[config.mk]
export PLATFORM = sky130hd
export DESIGN_NAME = i2c_lcd_top
export DESIGN_NICKNAME = d
export VERILOG_FILES = /design/src/design/lcd_pkg.sv /design/src/design/usec_tick.sv /design/src/design/i2c_write_master.sv /design/src/design/lcd_nibble_sequencer.sv /design/src/design/i2c_lcd_top.sv
export SDC_FILE = /design/constraint.sdc
export NUM_CORES = 1
export LEC_CHECK = 0
export BUFFER_PORTS_ARGS = -buffer_cell sky130_fd_sc_hd__buf_4
export CAP_MARGIN = 20
export CORE_MARGIN = 2
export CORE_UTILIZATION = 45
export DETAILED_ROUTE_END_ITERATION = 8
export PLACE_DENSITY = 0.61
export SLEW_MARGIN = 10
export SYNTH_ARGS = -nofsm -noshare
export SYNTH_HDL_FRONTEND = slang
export SYNTH_SLANG_ARGS = --single-unit
[constraint.sdc]
create_clock -name clk -period 2.3 [get_ports clk]
set_input_delay 0.46 -clock clk [delete_from_list [all_inputs] [get_ports clk]]
set_output_delay 0.46 -clock clk [all_outputs]
set_load 0.05 [all_outputs]
[src/design/lcd_pkg.sv]
package lcd_pkg;

    ////////////////////////////////////////
    // widths
    ////////////////////////////////////////

    typedef logic [6:0]  i2c_addr_t;
    typedef logic [7:0]  lcd_byte_t;
    typedef logic [3:0]  nibble_t;
    typedef logic [15:0] usec_count_t;
    typedef logic [2:0]  bit_index_t;

    ////////////////////////////////////////
    // state machines
    ////////////////////////////////////////

    typedef enum logic [2:0] {
        M_IDLE,
        M_START,
        M_SEND_ADDR,
        M_READ_ACK,
        M_SEND_DATA,
        M_SCL_STOP,
        M_STOP_HOLD
    } master_state_t;

    typedef enum logic [2:0] {
        S_IDLE,
        S_HIGH_OFF,
        S_HIGH_ON,
        S_LOW_OFF,
        S_LOW_ON,
        S_FINAL_OFF
    } seq_state_t;

    // expander byte layout, nibble sits in [7:4]
    localparam int EXP_BACKLIGHT = 3;
    localparam int EXP_ENABLE    = 2;
    localparam int EXP_RW        = 1;
    localparam int EXP_RS        = 0;

endpackage

[src/design/usec_tick.sv]
`timescale 1ns/1ps

module usec_tick #(
    parameter int CLK_PER_USEC = 100
) (
    input  logic clk,
    input  logic reset_p,
    output logic usec_pulse
);

    localparam int CNT_W = (CLK_PER_USEC > 1) ? $clog2(CLK_PER_USEC) : 1;

    logic [CNT_W-1:0] clk_cnt;

    // one pulse per wrap of the divider
    always_ff @(posedge clk or posedge reset_p) begin
        if (reset_p) begin
            clk_cnt    <= '0;
            usec_pulse <= 1'b0;
        end else if (clk_cnt == CNT_W'(CLK_PER_USEC - 1)) begin
            clk_cnt    <= '0;
            usec_pulse <= 1'b1;
        end else begin
            clk_cnt    <= clk_cnt + 1'b1;
            usec_pulse <= 1'b0;
        end
    end

endmodule

[src/design/i2c_write_master.sv]
`timescale 1ns/1ps

module i2c_write_master
    import lcd_pkg::*;
#(
    parameter int SCL_HALF_USEC = 5
) (
    input  logic      clk,
    input  logic      reset_p,
    input  logic      usec_pulse,
    input  i2c_addr_t addr,
    input  logic      frame_start,
    input  lcd_byte_t frame_data,
    output logic      scl,
    output logic      sda_oe
);

    // sda held low this long after scl goes high at the stop
    localparam int STOP_USEC = 3;
    localparam int HALF_W    = (SCL_HALF_USEC > 1) ? $clog2(SCL_HALF_USEC) : 1;

    master_state_t    state;
    logic [HALF_W-1:0] half_cnt;
    logic [1:0]        stop_cnt;
    logic              scl_en;
    logic              scl_q;
    logic              scl_rise;
    logic              scl_fall;
    bit_index_t        bit_idx;
    logic              second_ack;
    lcd_byte_t         addr_byte;

    ////////////////////////////////////////
    // scl generation
    ////////////////////////////////////////

    assign scl_en = (state == M_SEND_ADDR) || (state == M_READ_ACK) ||
                    (state == M_SEND_DATA) || (state == M_SCL_STOP);

    always_ff @(posedge clk or posedge reset_p) begin
        if (reset_p) begin
            half_cnt <= '0;
            scl      <= 1'b1;
        end else if (!scl_en) begin
            half_cnt <= '0;
            scl      <= 1'b1;
        end else if (usec_pulse) begin
            if (half_cnt == HALF_W'(SCL_HALF_USEC - 1)) begin
                half_cnt <= '0;
                scl      <= ~scl;
            end else begin
                half_cnt <= half_cnt + 1'b1;
            end
        end
    end

    // edges seen one cycle late, data moves while scl is low
    assign scl_rise = scl & ~scl_q;
    assign scl_fall = ~scl & scl_q;

    // address and write bit of zero, taken at the start of the frame
    always_ff @(posedge clk) begin
        if (state == M_IDLE && frame_start) begin
            addr_byte <= {addr, 1'b0};
        end
    end

    ////////////////////////////////////////
    // frame FSM
    ////////////////////////////////////////

    always_ff @(posedge clk or posedge reset_p) begin
        if (reset_p) begin
            state      <= M_IDLE;
            sda_oe     <= 1'b0;
            scl_q      <= 1'b1;
            bit_idx    <= 3'd7;
            second_ack <= 1'b0;
            stop_cnt   <= '0;
        end else begin
            scl_q <= scl;
            case (state)
                M_IDLE: begin
                    sda_oe     <= 1'b0;
                    bit_idx    <= 3'd7;
                    second_ack <= 1'b0;
                    stop_cnt   <= '0;
                    if (frame_start) begin
                        state <= M_START;
                    end
                end
                M_START: begin
                    // sda falls while scl is still high
                    sda_oe <= 1'b1;
                    state  <= M_SEND_ADDR;
                end
                M_SEND_ADDR: begin
                    if (scl_fall) begin
                        sda_oe <= ~addr_byte[bit_idx];
                    end
                    if (scl_rise) begin
                        bit_idx <= bit_idx - 1'b1;
                        if (bit_idx == 3'd0) begin
                            state <= M_READ_ACK;
                        end
                    end
                end
                M_READ_ACK: begin
                    // line released for the target, ack is not checked
                    if (scl_fall) begin
                        sda_oe <= 1'b0;
                    end
                    if (scl_rise) begin
                        if (second_ack) begin
                            state <= M_SCL_STOP;
                        end else begin
                            second_ack <= 1'b1;
                            state      <= M_SEND_DATA;
                        end
                    end
                end
                M_SEND_DATA: begin
                    if (scl_fall) begin
                        sda_oe <= ~frame_data[bit_idx];
                    end
                    if (scl_rise) begin
                        bit_idx <= bit_idx - 1'b1;
                        if (bit_idx == 3'd0) begin
                            state <= M_READ_ACK;
                        end
                    end
                end
                M_SCL_STOP: begin
                    if (scl_fall) begin
                        sda_oe <= 1'b1;
                    end
                    if (scl_rise) begin
                        state <= M_STOP_HOLD;
                    end
                end
                M_STOP_HOLD: begin
                    if (usec_pulse) begin
                        if (stop_cnt == 2'(STOP_USEC - 1)) begin
                            // sda rises with scl high, the stop condition
                            sda_oe <= 1'b0;
                            state  <= M_IDLE;
                        end else begin
                            stop_cnt <= stop_cnt + 1'b1;
                        end
                    end
                end
                default: begin
                    state <= M_IDLE;
                end
            endcase
        end
    end

endmodule

[src/design/lcd_nibble_sequencer.sv]
`timescale 1ns/1ps

module lcd_nibble_sequencer
    import lcd_pkg::*;
#(
    parameter int STEP_USEC = 200
) (
    input  logic      clk,
    input  logic      reset_p,
    input  logic      usec_pulse,
    input  logic      send,
    input  logic      rs,
    input  lcd_byte_t lcd_byte,
    output logic      busy,
    output logic      frame_start,
    output lcd_byte_t frame_data
);

    seq_state_t  state;
    seq_state_t  next_slot;
    usec_count_t usec_cnt;
    logic        send_q;
    logic        send_rise;
    logic        accept;
    lcd_byte_t   byte_q;
    logic        rs_q;
    nibble_t     nibble;
    logic        enable;

    assign send_rise = send & ~send_q;
    // edges that arrive while busy are dropped
    assign accept    = send_rise && (state == S_IDLE);
    assign busy      = (state != S_IDLE);

    always_ff @(posedge clk) begin
        if (accept) begin
            byte_q <= lcd_byte;
            rs_q   <= rs;
        end
    end

    ////////////////////////////////////////
    // slot order
    ////////////////////////////////////////

    always_comb begin
        case (state)
            S_HIGH_OFF: next_slot = S_HIGH_ON;
            S_HIGH_ON:  next_slot = S_LOW_OFF;
            S_LOW_OFF:  next_slot = S_LOW_ON;
            S_LOW_ON:   next_slot = S_FINAL_OFF;
            default:    next_slot = S_IDLE;
        endcase
    end

    always_ff @(posedge clk or posedge reset_p) begin
        if (reset_p) begin
            state       <= S_IDLE;
            send_q      <= 1'b0;
            usec_cnt    <= '0;
            frame_start <= 1'b0;
        end else begin
            send_q      <= send;
            frame_start <= 1'b0;
            if (state == S_IDLE) begin
                usec_cnt <= '0;
                if (accept) begin
                    state       <= S_HIGH_OFF;
                    frame_start <= 1'b1;
                end
            end else if (usec_pulse) begin
                if (usec_cnt == usec_count_t'(STEP_USEC - 1)) begin
                    usec_cnt    <= '0;
                    state       <= next_slot;
                    frame_start <= (next_slot != S_IDLE);
                end else begin
                    usec_cnt <= usec_cnt + 1'b1;
                end
            end
        end
    end

    ////////////////////////////////////////
    // expander byte
    ////////////////////////////////////////

    assign nibble = (state == S_HIGH_OFF || state == S_HIGH_ON) ? byte_q[7:4] : byte_q[3:0];
    assign enable = (state == S_HIGH_ON || state == S_LOW_ON);

    // backlight always on, write only
    always_comb begin
        frame_data                = '0;
        frame_data[7:4]           = nibble;
        frame_data[EXP_BACKLIGHT] = 1'b1;
        frame_data[EXP_ENABLE]    = enable;
        frame_data[EXP_RW]        = 1'b0;
        frame_data[EXP_RS]        = rs_q;
    end

endmodule

[src/design/i2c_lcd_top.sv]
`timescale 1ns/1ps

module i2c_lcd_top
    import lcd_pkg::*;
#(
    parameter int CLK_PER_USEC  = 100,
    parameter int SCL_HALF_USEC = 5,
    parameter int STEP_USEC     = 200
) (
    input  logic      clk,
    input  logic      reset_p,
    input  logic      send,
    input  logic      rs,
    input  lcd_byte_t lcd_byte,
    input  i2c_addr_t addr,
    output logic      busy,
    output logic      scl,
    output logic      sda_oe
);

    logic      usec_pulse;
    logic      frame_start;
    lcd_byte_t frame_data;

    // shared time base
    usec_tick #(
        .CLK_PER_USEC (CLK_PER_USEC)
    ) u_usec_tick (
        .clk        (clk),
        .reset_p    (reset_p),
        .usec_pulse (usec_pulse)
    );

    lcd_nibble_sequencer #(
        .STEP_USEC (STEP_USEC)
    ) u_sequencer (
        .clk         (clk),
        .reset_p     (reset_p),
        .usec_pulse  (usec_pulse),
        .send        (send),
        .rs          (rs),
        .lcd_byte    (lcd_byte),
        .busy        (busy),
        .frame_start (frame_start),
        .frame_data  (frame_data)
    );

    i2c_write_master #(
        .SCL_HALF_USEC (SCL_HALF_USEC)
    ) u_master (
        .clk         (clk),
        .reset_p     (reset_p),
        .usec_pulse  (usec_pulse),
        .addr        (addr),
        .frame_start (frame_start),
        .frame_data  (frame_data),
        .scl         (scl),
        .sda_oe      (sda_oe)
    );

endmodule

Yosys cells after proc, flatten, opt, wreduce, memory -nomap -nowiden
Cells that the tools add are included.
{ "op_classes": {"add_sub_neg": 5, "eq_ne": 29, "n_bitwise": 8, "n_lt_le_gt_ge": 1, "muxes": 48, "reduce_logical": 26} }
{ "op_table": {"columns": ["cell", "count"], "rows": [
  ["16-bit two-way mux", 3],
  ["3-bit two-way mux", 15],
  ["2-bit by 1-bit != test with 1-bit output (second input constant)", 10],
  ["1-bit two-way mux", 18],
  ["3-bit case mux with 6 select lines", 1],
  ["16-bit by 1-bit adder with 16-bit output (second input constant)", 1],
  ["16-bit by 8-bit equality test with 1-bit output (second input constant)", 1],
  ["3-bit equality test (second input constant)", 5],
  ["7-bit AND reduction", 2],
  ["3-bit by 2-bit equality test with 1-bit output (second input constant)", 4],
  ["3-bit case mux with 4 select lines", 1],
  ["2-bit != test (second input constant)", 5],
  ["2-bit nonzero test", 5],
  ["3-bit logical NOT", 3],
  ["7-bit by 1-bit adder with 7-bit output (second input constant)", 1],
  ["7-bit equality test (second input constant)", 1],
  ["7-bit two-way mux", 1],
  ["1-bit case mux with 7 select lines", 1],
  ["7-bit nonzero test", 1],
  ["1-bit binary-select mux with 3-bit select", 2],
  ["3-bit by 1-bit equality test with 1-bit output (second input constant)", 2],
  ["3-bit case mux with 2 select lines", 1],
  ["2-bit AND reduction", 3],
  ["3-bit AND reduction", 2],
  ["15 further kinds", 28]
]} }
{ "totals": {"register_bits": 60, "elab_cells": 134, "in_bits": 19, "out_inout_bits": 3} }

Longest topological paths before layout
{ "depth": {"depth_word": 8, "mapped_depth": 8, "ltp_nobuf": 7} }

Modules after synthesis
A second synthesis with hierarchy kept.
{ "hier_totals": {"cells_unflattened": 315, "area_unflattened_um2": 3290.7} }
{ "modules_own_cells": {"columns": ["module", "n_inst", "cells_per_inst", "area_each_um2", "seq_area_each_um2"], "rows": [
  ["lcd_nibble_sequencer", 1, 146, 1569.0, 795.8],
  ["i2c_write_master", 1, 139, 1357.6, 591.8],
  ["usec_tick", 1, 30, 364.1, 200.2]
]} }

Least setup slack after synthesis
OpenSTA, ideal clock, no wires.
{ "synth_timing": {"kind": "register to register", "start": "reg u_master.bit_idx[1]", "end": "reg u_master.state[1]", "setup_time_ns": 0.069, "path_stages_with_launch": 9, "arrival_ns": 1.768, "path_buffers": 1, "slack_ns": 0.463, "path_cell_list": "dfstp_2 > buf_2 > inv_1 > ha_1 > and3b_1 > o21ai_0 > o21ai_0 > a211o_1 > nand3_1"} }
{ "synth_via": {"elab_chain_len": 3} }
{ "synth_rtl": {"columns": ["item", "line", "rtl"], "rows": [
  ["start, declared", "i2c_write_master.sv:29", "bit_index_t bit_idx;"],
  ["start signal, assigned", "i2c_write_master.sv:102", "bit_idx <= bit_idx - 1'b1;"],
  ["start signal, assigned", "i2c_write_master.sv:127", "bit_idx <= bit_idx - 1'b1;"],
  ["3-bit logical NOT", "i2c_write_master.sv:103, i2c_write_master.sv:128", null],
  ["2-bit by 1-bit != test with 1-bit output (no source line)", null, null],
  ["7-bit AND reduction (no source line)", null, null],
  ["end signal, assigned", "i2c_write_master.sv:104", "state <= M_READ_ACK;"],
  ["end signal, assigned", "i2c_write_master.sv:129", "state <= M_READ_ACK;"],
  ["end signal, assigned", "i2c_write_master.sv:138", "state <= M_STOP_HOLD;"],
  ["end, declared", "i2c_write_master.sv:22", "master_state_t state;"]
]} }
Every way passes these cells.
A chain may end at the register's enable or synchronous reset.

Final worst setup path
{ "layout_timing": {"start": "reg u_sequencer.usec_cnt[11]", "end": "reg u_sequencer.usec_cnt[13]"} }
{ "layout_via": {"elab_chain_len": 4, "word_cells_on_any_way": 5} }
{ "layout_rtl": {"columns": ["item", "line", "rtl"], "rows": [
  ["start, declared", "lcd_nibble_sequencer.sv:21", "usec_count_t usec_cnt;"],
  ["start signal, assigned", "lcd_nibble_sequencer.sv:77", "usec_cnt <= usec_cnt + 1'b1;"],
  ["16-bit by 1-bit adder with 16-bit output or 16-bit by 8-bit equality test with 1-bit output (tied branches)", "lcd_nibble_sequencer.sv:77, lcd_nibble_sequencer.sv:72", null],
  ["16-bit two-way mux *", "lcd_nibble_sequencer.sv:72", "if (usec_cnt == usec_count_t'(STEP_USEC - 1)) begin"],
  ["16-bit two-way mux *", "lcd_nibble_sequencer.sv:71", "end else if (usec_pulse) begin"],
  ["16-bit two-way mux *", "lcd_nibble_sequencer.sv:65", "if (state == S_IDLE) begin"]
]} }
Mark *: on every way between the ends. The rest lies on a longest branch, timed or not. The select of a mux whose other input is x is not followed.

==> run metrics <==
number of synthesized flops with an enable pin 16; pin count of the biggest net entering global routing between 40 and 50; gr usage total 0.172; crit path time final between 2 and 2.5 ns; post-route ant nets 0; layout cells sized above 1 0.198; die area 7490 sq um; syn avg cell area 10.7 sq um; Synth top cells by count dfrtp_1 (39), nor2_1 (29), nand2_1 (23); element type at the critical path start flop; RSZ-0062 raised after global routing no; crit-path max FO 12; Crit path required time 2.50 ns; total design power 2.18 mW; CP Buf/Inv Count 0; power per standard cell area 616 nW/um^2; initial antenna violation count 0; Port Buf Inserts 21; CTS resizes 0; synth warn 0; Fmax approximately 500 MHz; worst-skew pair later-pin latency about 0.34 ns; Non-Filler Cell Area, Final ~3500 sq um; WL final around 5600 um; Iteration-0 DRC Markers 97; setup tns final 0 ns; Async S/R FF share, synth 0.733; vias in the first global route 2168; setup violators final 0; CTS Buf Count 9; vias per cell 5.35; Slew Limit Headroom 0.627; CP most frequent cell nand2_1; Netlist cell types 55; Yosys reg bits 60; register area share after synthesis 0.518; HPWL Detailed 3910 um; leak pwr around 1.6 nW; share of the synthesized area in the top cell type 0.318; Setup WS pre-CTS 0.260 ns; kind of end point of the critical path flop; Post-Synthesis Cell Area 3070 sq um; Crit path max-delay family simple AND/OR/NAND/NOR gates; maximum buffer depth of the clock tree 2; CP cell instances or4_1 -> nor4_4 -> nand2_1 -> nand2_1 -> nor2_1; Slew @ Worst Pin between 0.5 and 0.6 ns; crit path DAT 2.22 ns; CORE AREA ~6700 sq um; CTS tree yes; Layout area overhead 15.3%; total congestion overflow 0; status finished, final reports clean; clk root buf clkbuf_8; total placed instance area 3340 sq um; Setup Fix Bufs, Post-CTS 0; synthesized instance count 288; first-pass GRT wire length around 9800 um; clock-pin slew on the worst setup and hold paths around 0.07 ns; ys flop type dfrtp_1; setup slack after layout approximately 0.28 ns; die height 86.6 um; Net Count, Synth between 300 and 400; Hold Path Class primary input to flop; Max-Cap Viols 0; H-tree depth 3; Slew Viols, Final 0; CP max stage delay 0.59 ns; # hold bufs at CTS 0; TritonCTS Sinks 60; ant diodes 0; drt drc 0; Setup Skew around 0.011 ns; post-layout net count 344; Routed WL per cell 14.0 um; Max VDD drop 0.396 mV; Row Count 30; Final Hold Viols 0; Reg2Reg Setup Slack 0.28 ns; Starting Density 0.459; Die X 86.6 um; IO Pins 22; GP Congestion 0.780; Synth area leader dfrtp_1; dominant cells by area after synthesis dfrtp_1 (32%), edfxtp_1 (16%), xor2_1 (4.6%); Final Cycle Share 0.878; Setup CP Type flop to flop; Slowest cell on crit path or4_1; DRT Pass-1 Iters 4; vias after detailed routing 2155; most numerous cell in the Yosys netlist dfrtp_1
[worst reg2reg max path, delay by kind of cell (launching register included)]
family        cells  cell delay (ns)
simple gates      5             1.49
flops             1             0.42
[state kept, by name, indices dropped and copies added, names as in the netlist, 2 cells and up]
register and cells:
u_sequencer.usec_cnt 16, u_sequencer.state 3, u_master.state 3, u_master.stop_cnt 2, u_master.bit_idx 3, u_master.addr_byte 7
u_usec_tick.clk_cnt 7, u_master.half_cnt 3, u_sequencer.byte_q 8
[routing by layer]
metal  vias to the layer above  part of all wire  track usage
met5                         -                 0            0
met2                        32              0.50        0.275
met4                         0             0.015       0.0739
met3                         8             0.035       0.0524
met1                      1034              0.45        0.216
li1                       1081                 -            -
[metrics by stage]
stage	cells	util	hold WS, ns
finish	403	0.529	0.242
global route	403	0.529	0.218
CTS	403	0.529	0.226
detailed placement	387	0.499	0.394
global placement	387	0.499	0.394
floorplan	288	-	0.425
[cell families (layout without fill, tap and decap cells)]
group           count (synthesis)  in the layout  synth area share
compound gates                 52             52             0.109
xor+xnor                       22             22            0.0628
fa+ha+maj                       9              9            0.0351
buf+inv                        22             57            0.0322
flops                          60             60             0.518
mux                            11             11            0.0489
simple gates                  112            112             0.195
[area by class of cell]
class	instances	area, sq um
fill	620	3140
sequential	60	1590
multi-input combinational	206	1380
timing repair buffer	30	225
clock buffer	10	138
tap	80	100
clock inverter	6	63.8
inverter	11	41.3
[worst paths after layout]
path                                          startpoint                  endpoint  cells after the start
worst max-delay path            u_sequencer.usec_cnt[11]  u_sequencer.usec_cnt[13]                      5
worst min-delay path                                send        u_sequencer.send_q                      1
worst max register to register  u_sequencer.usec_cnt[11]  u_sequencer.usec_cnt[13]                      5
worst min register to register              u_master.scl            u_master.scl_q                      0
max in group asynchronous                        reset_p  u_sequencer.usec_cnt[14]                      3
min in group asynchronous                        reset_p   u_sequencer.usec_cnt[7]                      3
[power breakdown]
| part | internal, mW | switching, mW | leakage (nW) | total, mW |
|---|---|---|---|---|
| Clock | 0.527 | 0.427 | 0.0983 | 0.954 |
| Combinational | 0.0448 | 0.0650 | 0.743 | 0.110 |
| Sequential | 1.11 | 0.00976 | 0.710 | 1.11 |
| Total | 1.68 | 0.502 | 1.55 | 2.18 |
[placed cells by master (no fill, tap or decap), types with 2 or more instances in the layout]
| cell | synthesis | routed |
|---|---|---|
| nor3_1 | 4 | 4 |
| clkinv_2 | 0 | 2 |
| xor2_1 | 16 | 16 |
| clkinvlp_4 | 0 | 2 |
| mux2_2 | 2 | 2 |
| nand3b_1 | 5 | 5 |
| and3_1 | 4 | 4 |
| ha_1 | 7 | 7 |
| nand2b_1 | 8 | 8 |
| nor2b_1 | 3 | 3 |
| buf_4 | 2 | 30 |
| nand3_1 | 17 | 17 |
| nand4_1 | 4 | 4 |
| nor3b_1 | 3 | 3 |
| o21ai_0 | 20 | 20 |
| dfrtp_1 | 39 | 39 |
| a21oi_1 | 14 | 14 |
| nor2_1 | 29 | 29 |
| mux2i_1 | 6 | 6 |
| maj3_1 | 2 | 2 |
| clkbuf_8 | 0 | 10 |
| clkinv_1 | 1 | 2 |
| inv_1 | 9 | 8 |
| a21o_1 | 2 | 2 |
| dfstp_2 | 5 | 5 |
| nand2_1 | 23 | 23 |
| xnor2_1 | 6 | 6 |
| edfxtp_1 | 16 | 16 |
| mux4_2 | 3 | 3 |
| a31oi_1 | 2 | 2 |
| and2_1 | 3 | 3 |
(Power assumes the default switching activity.)
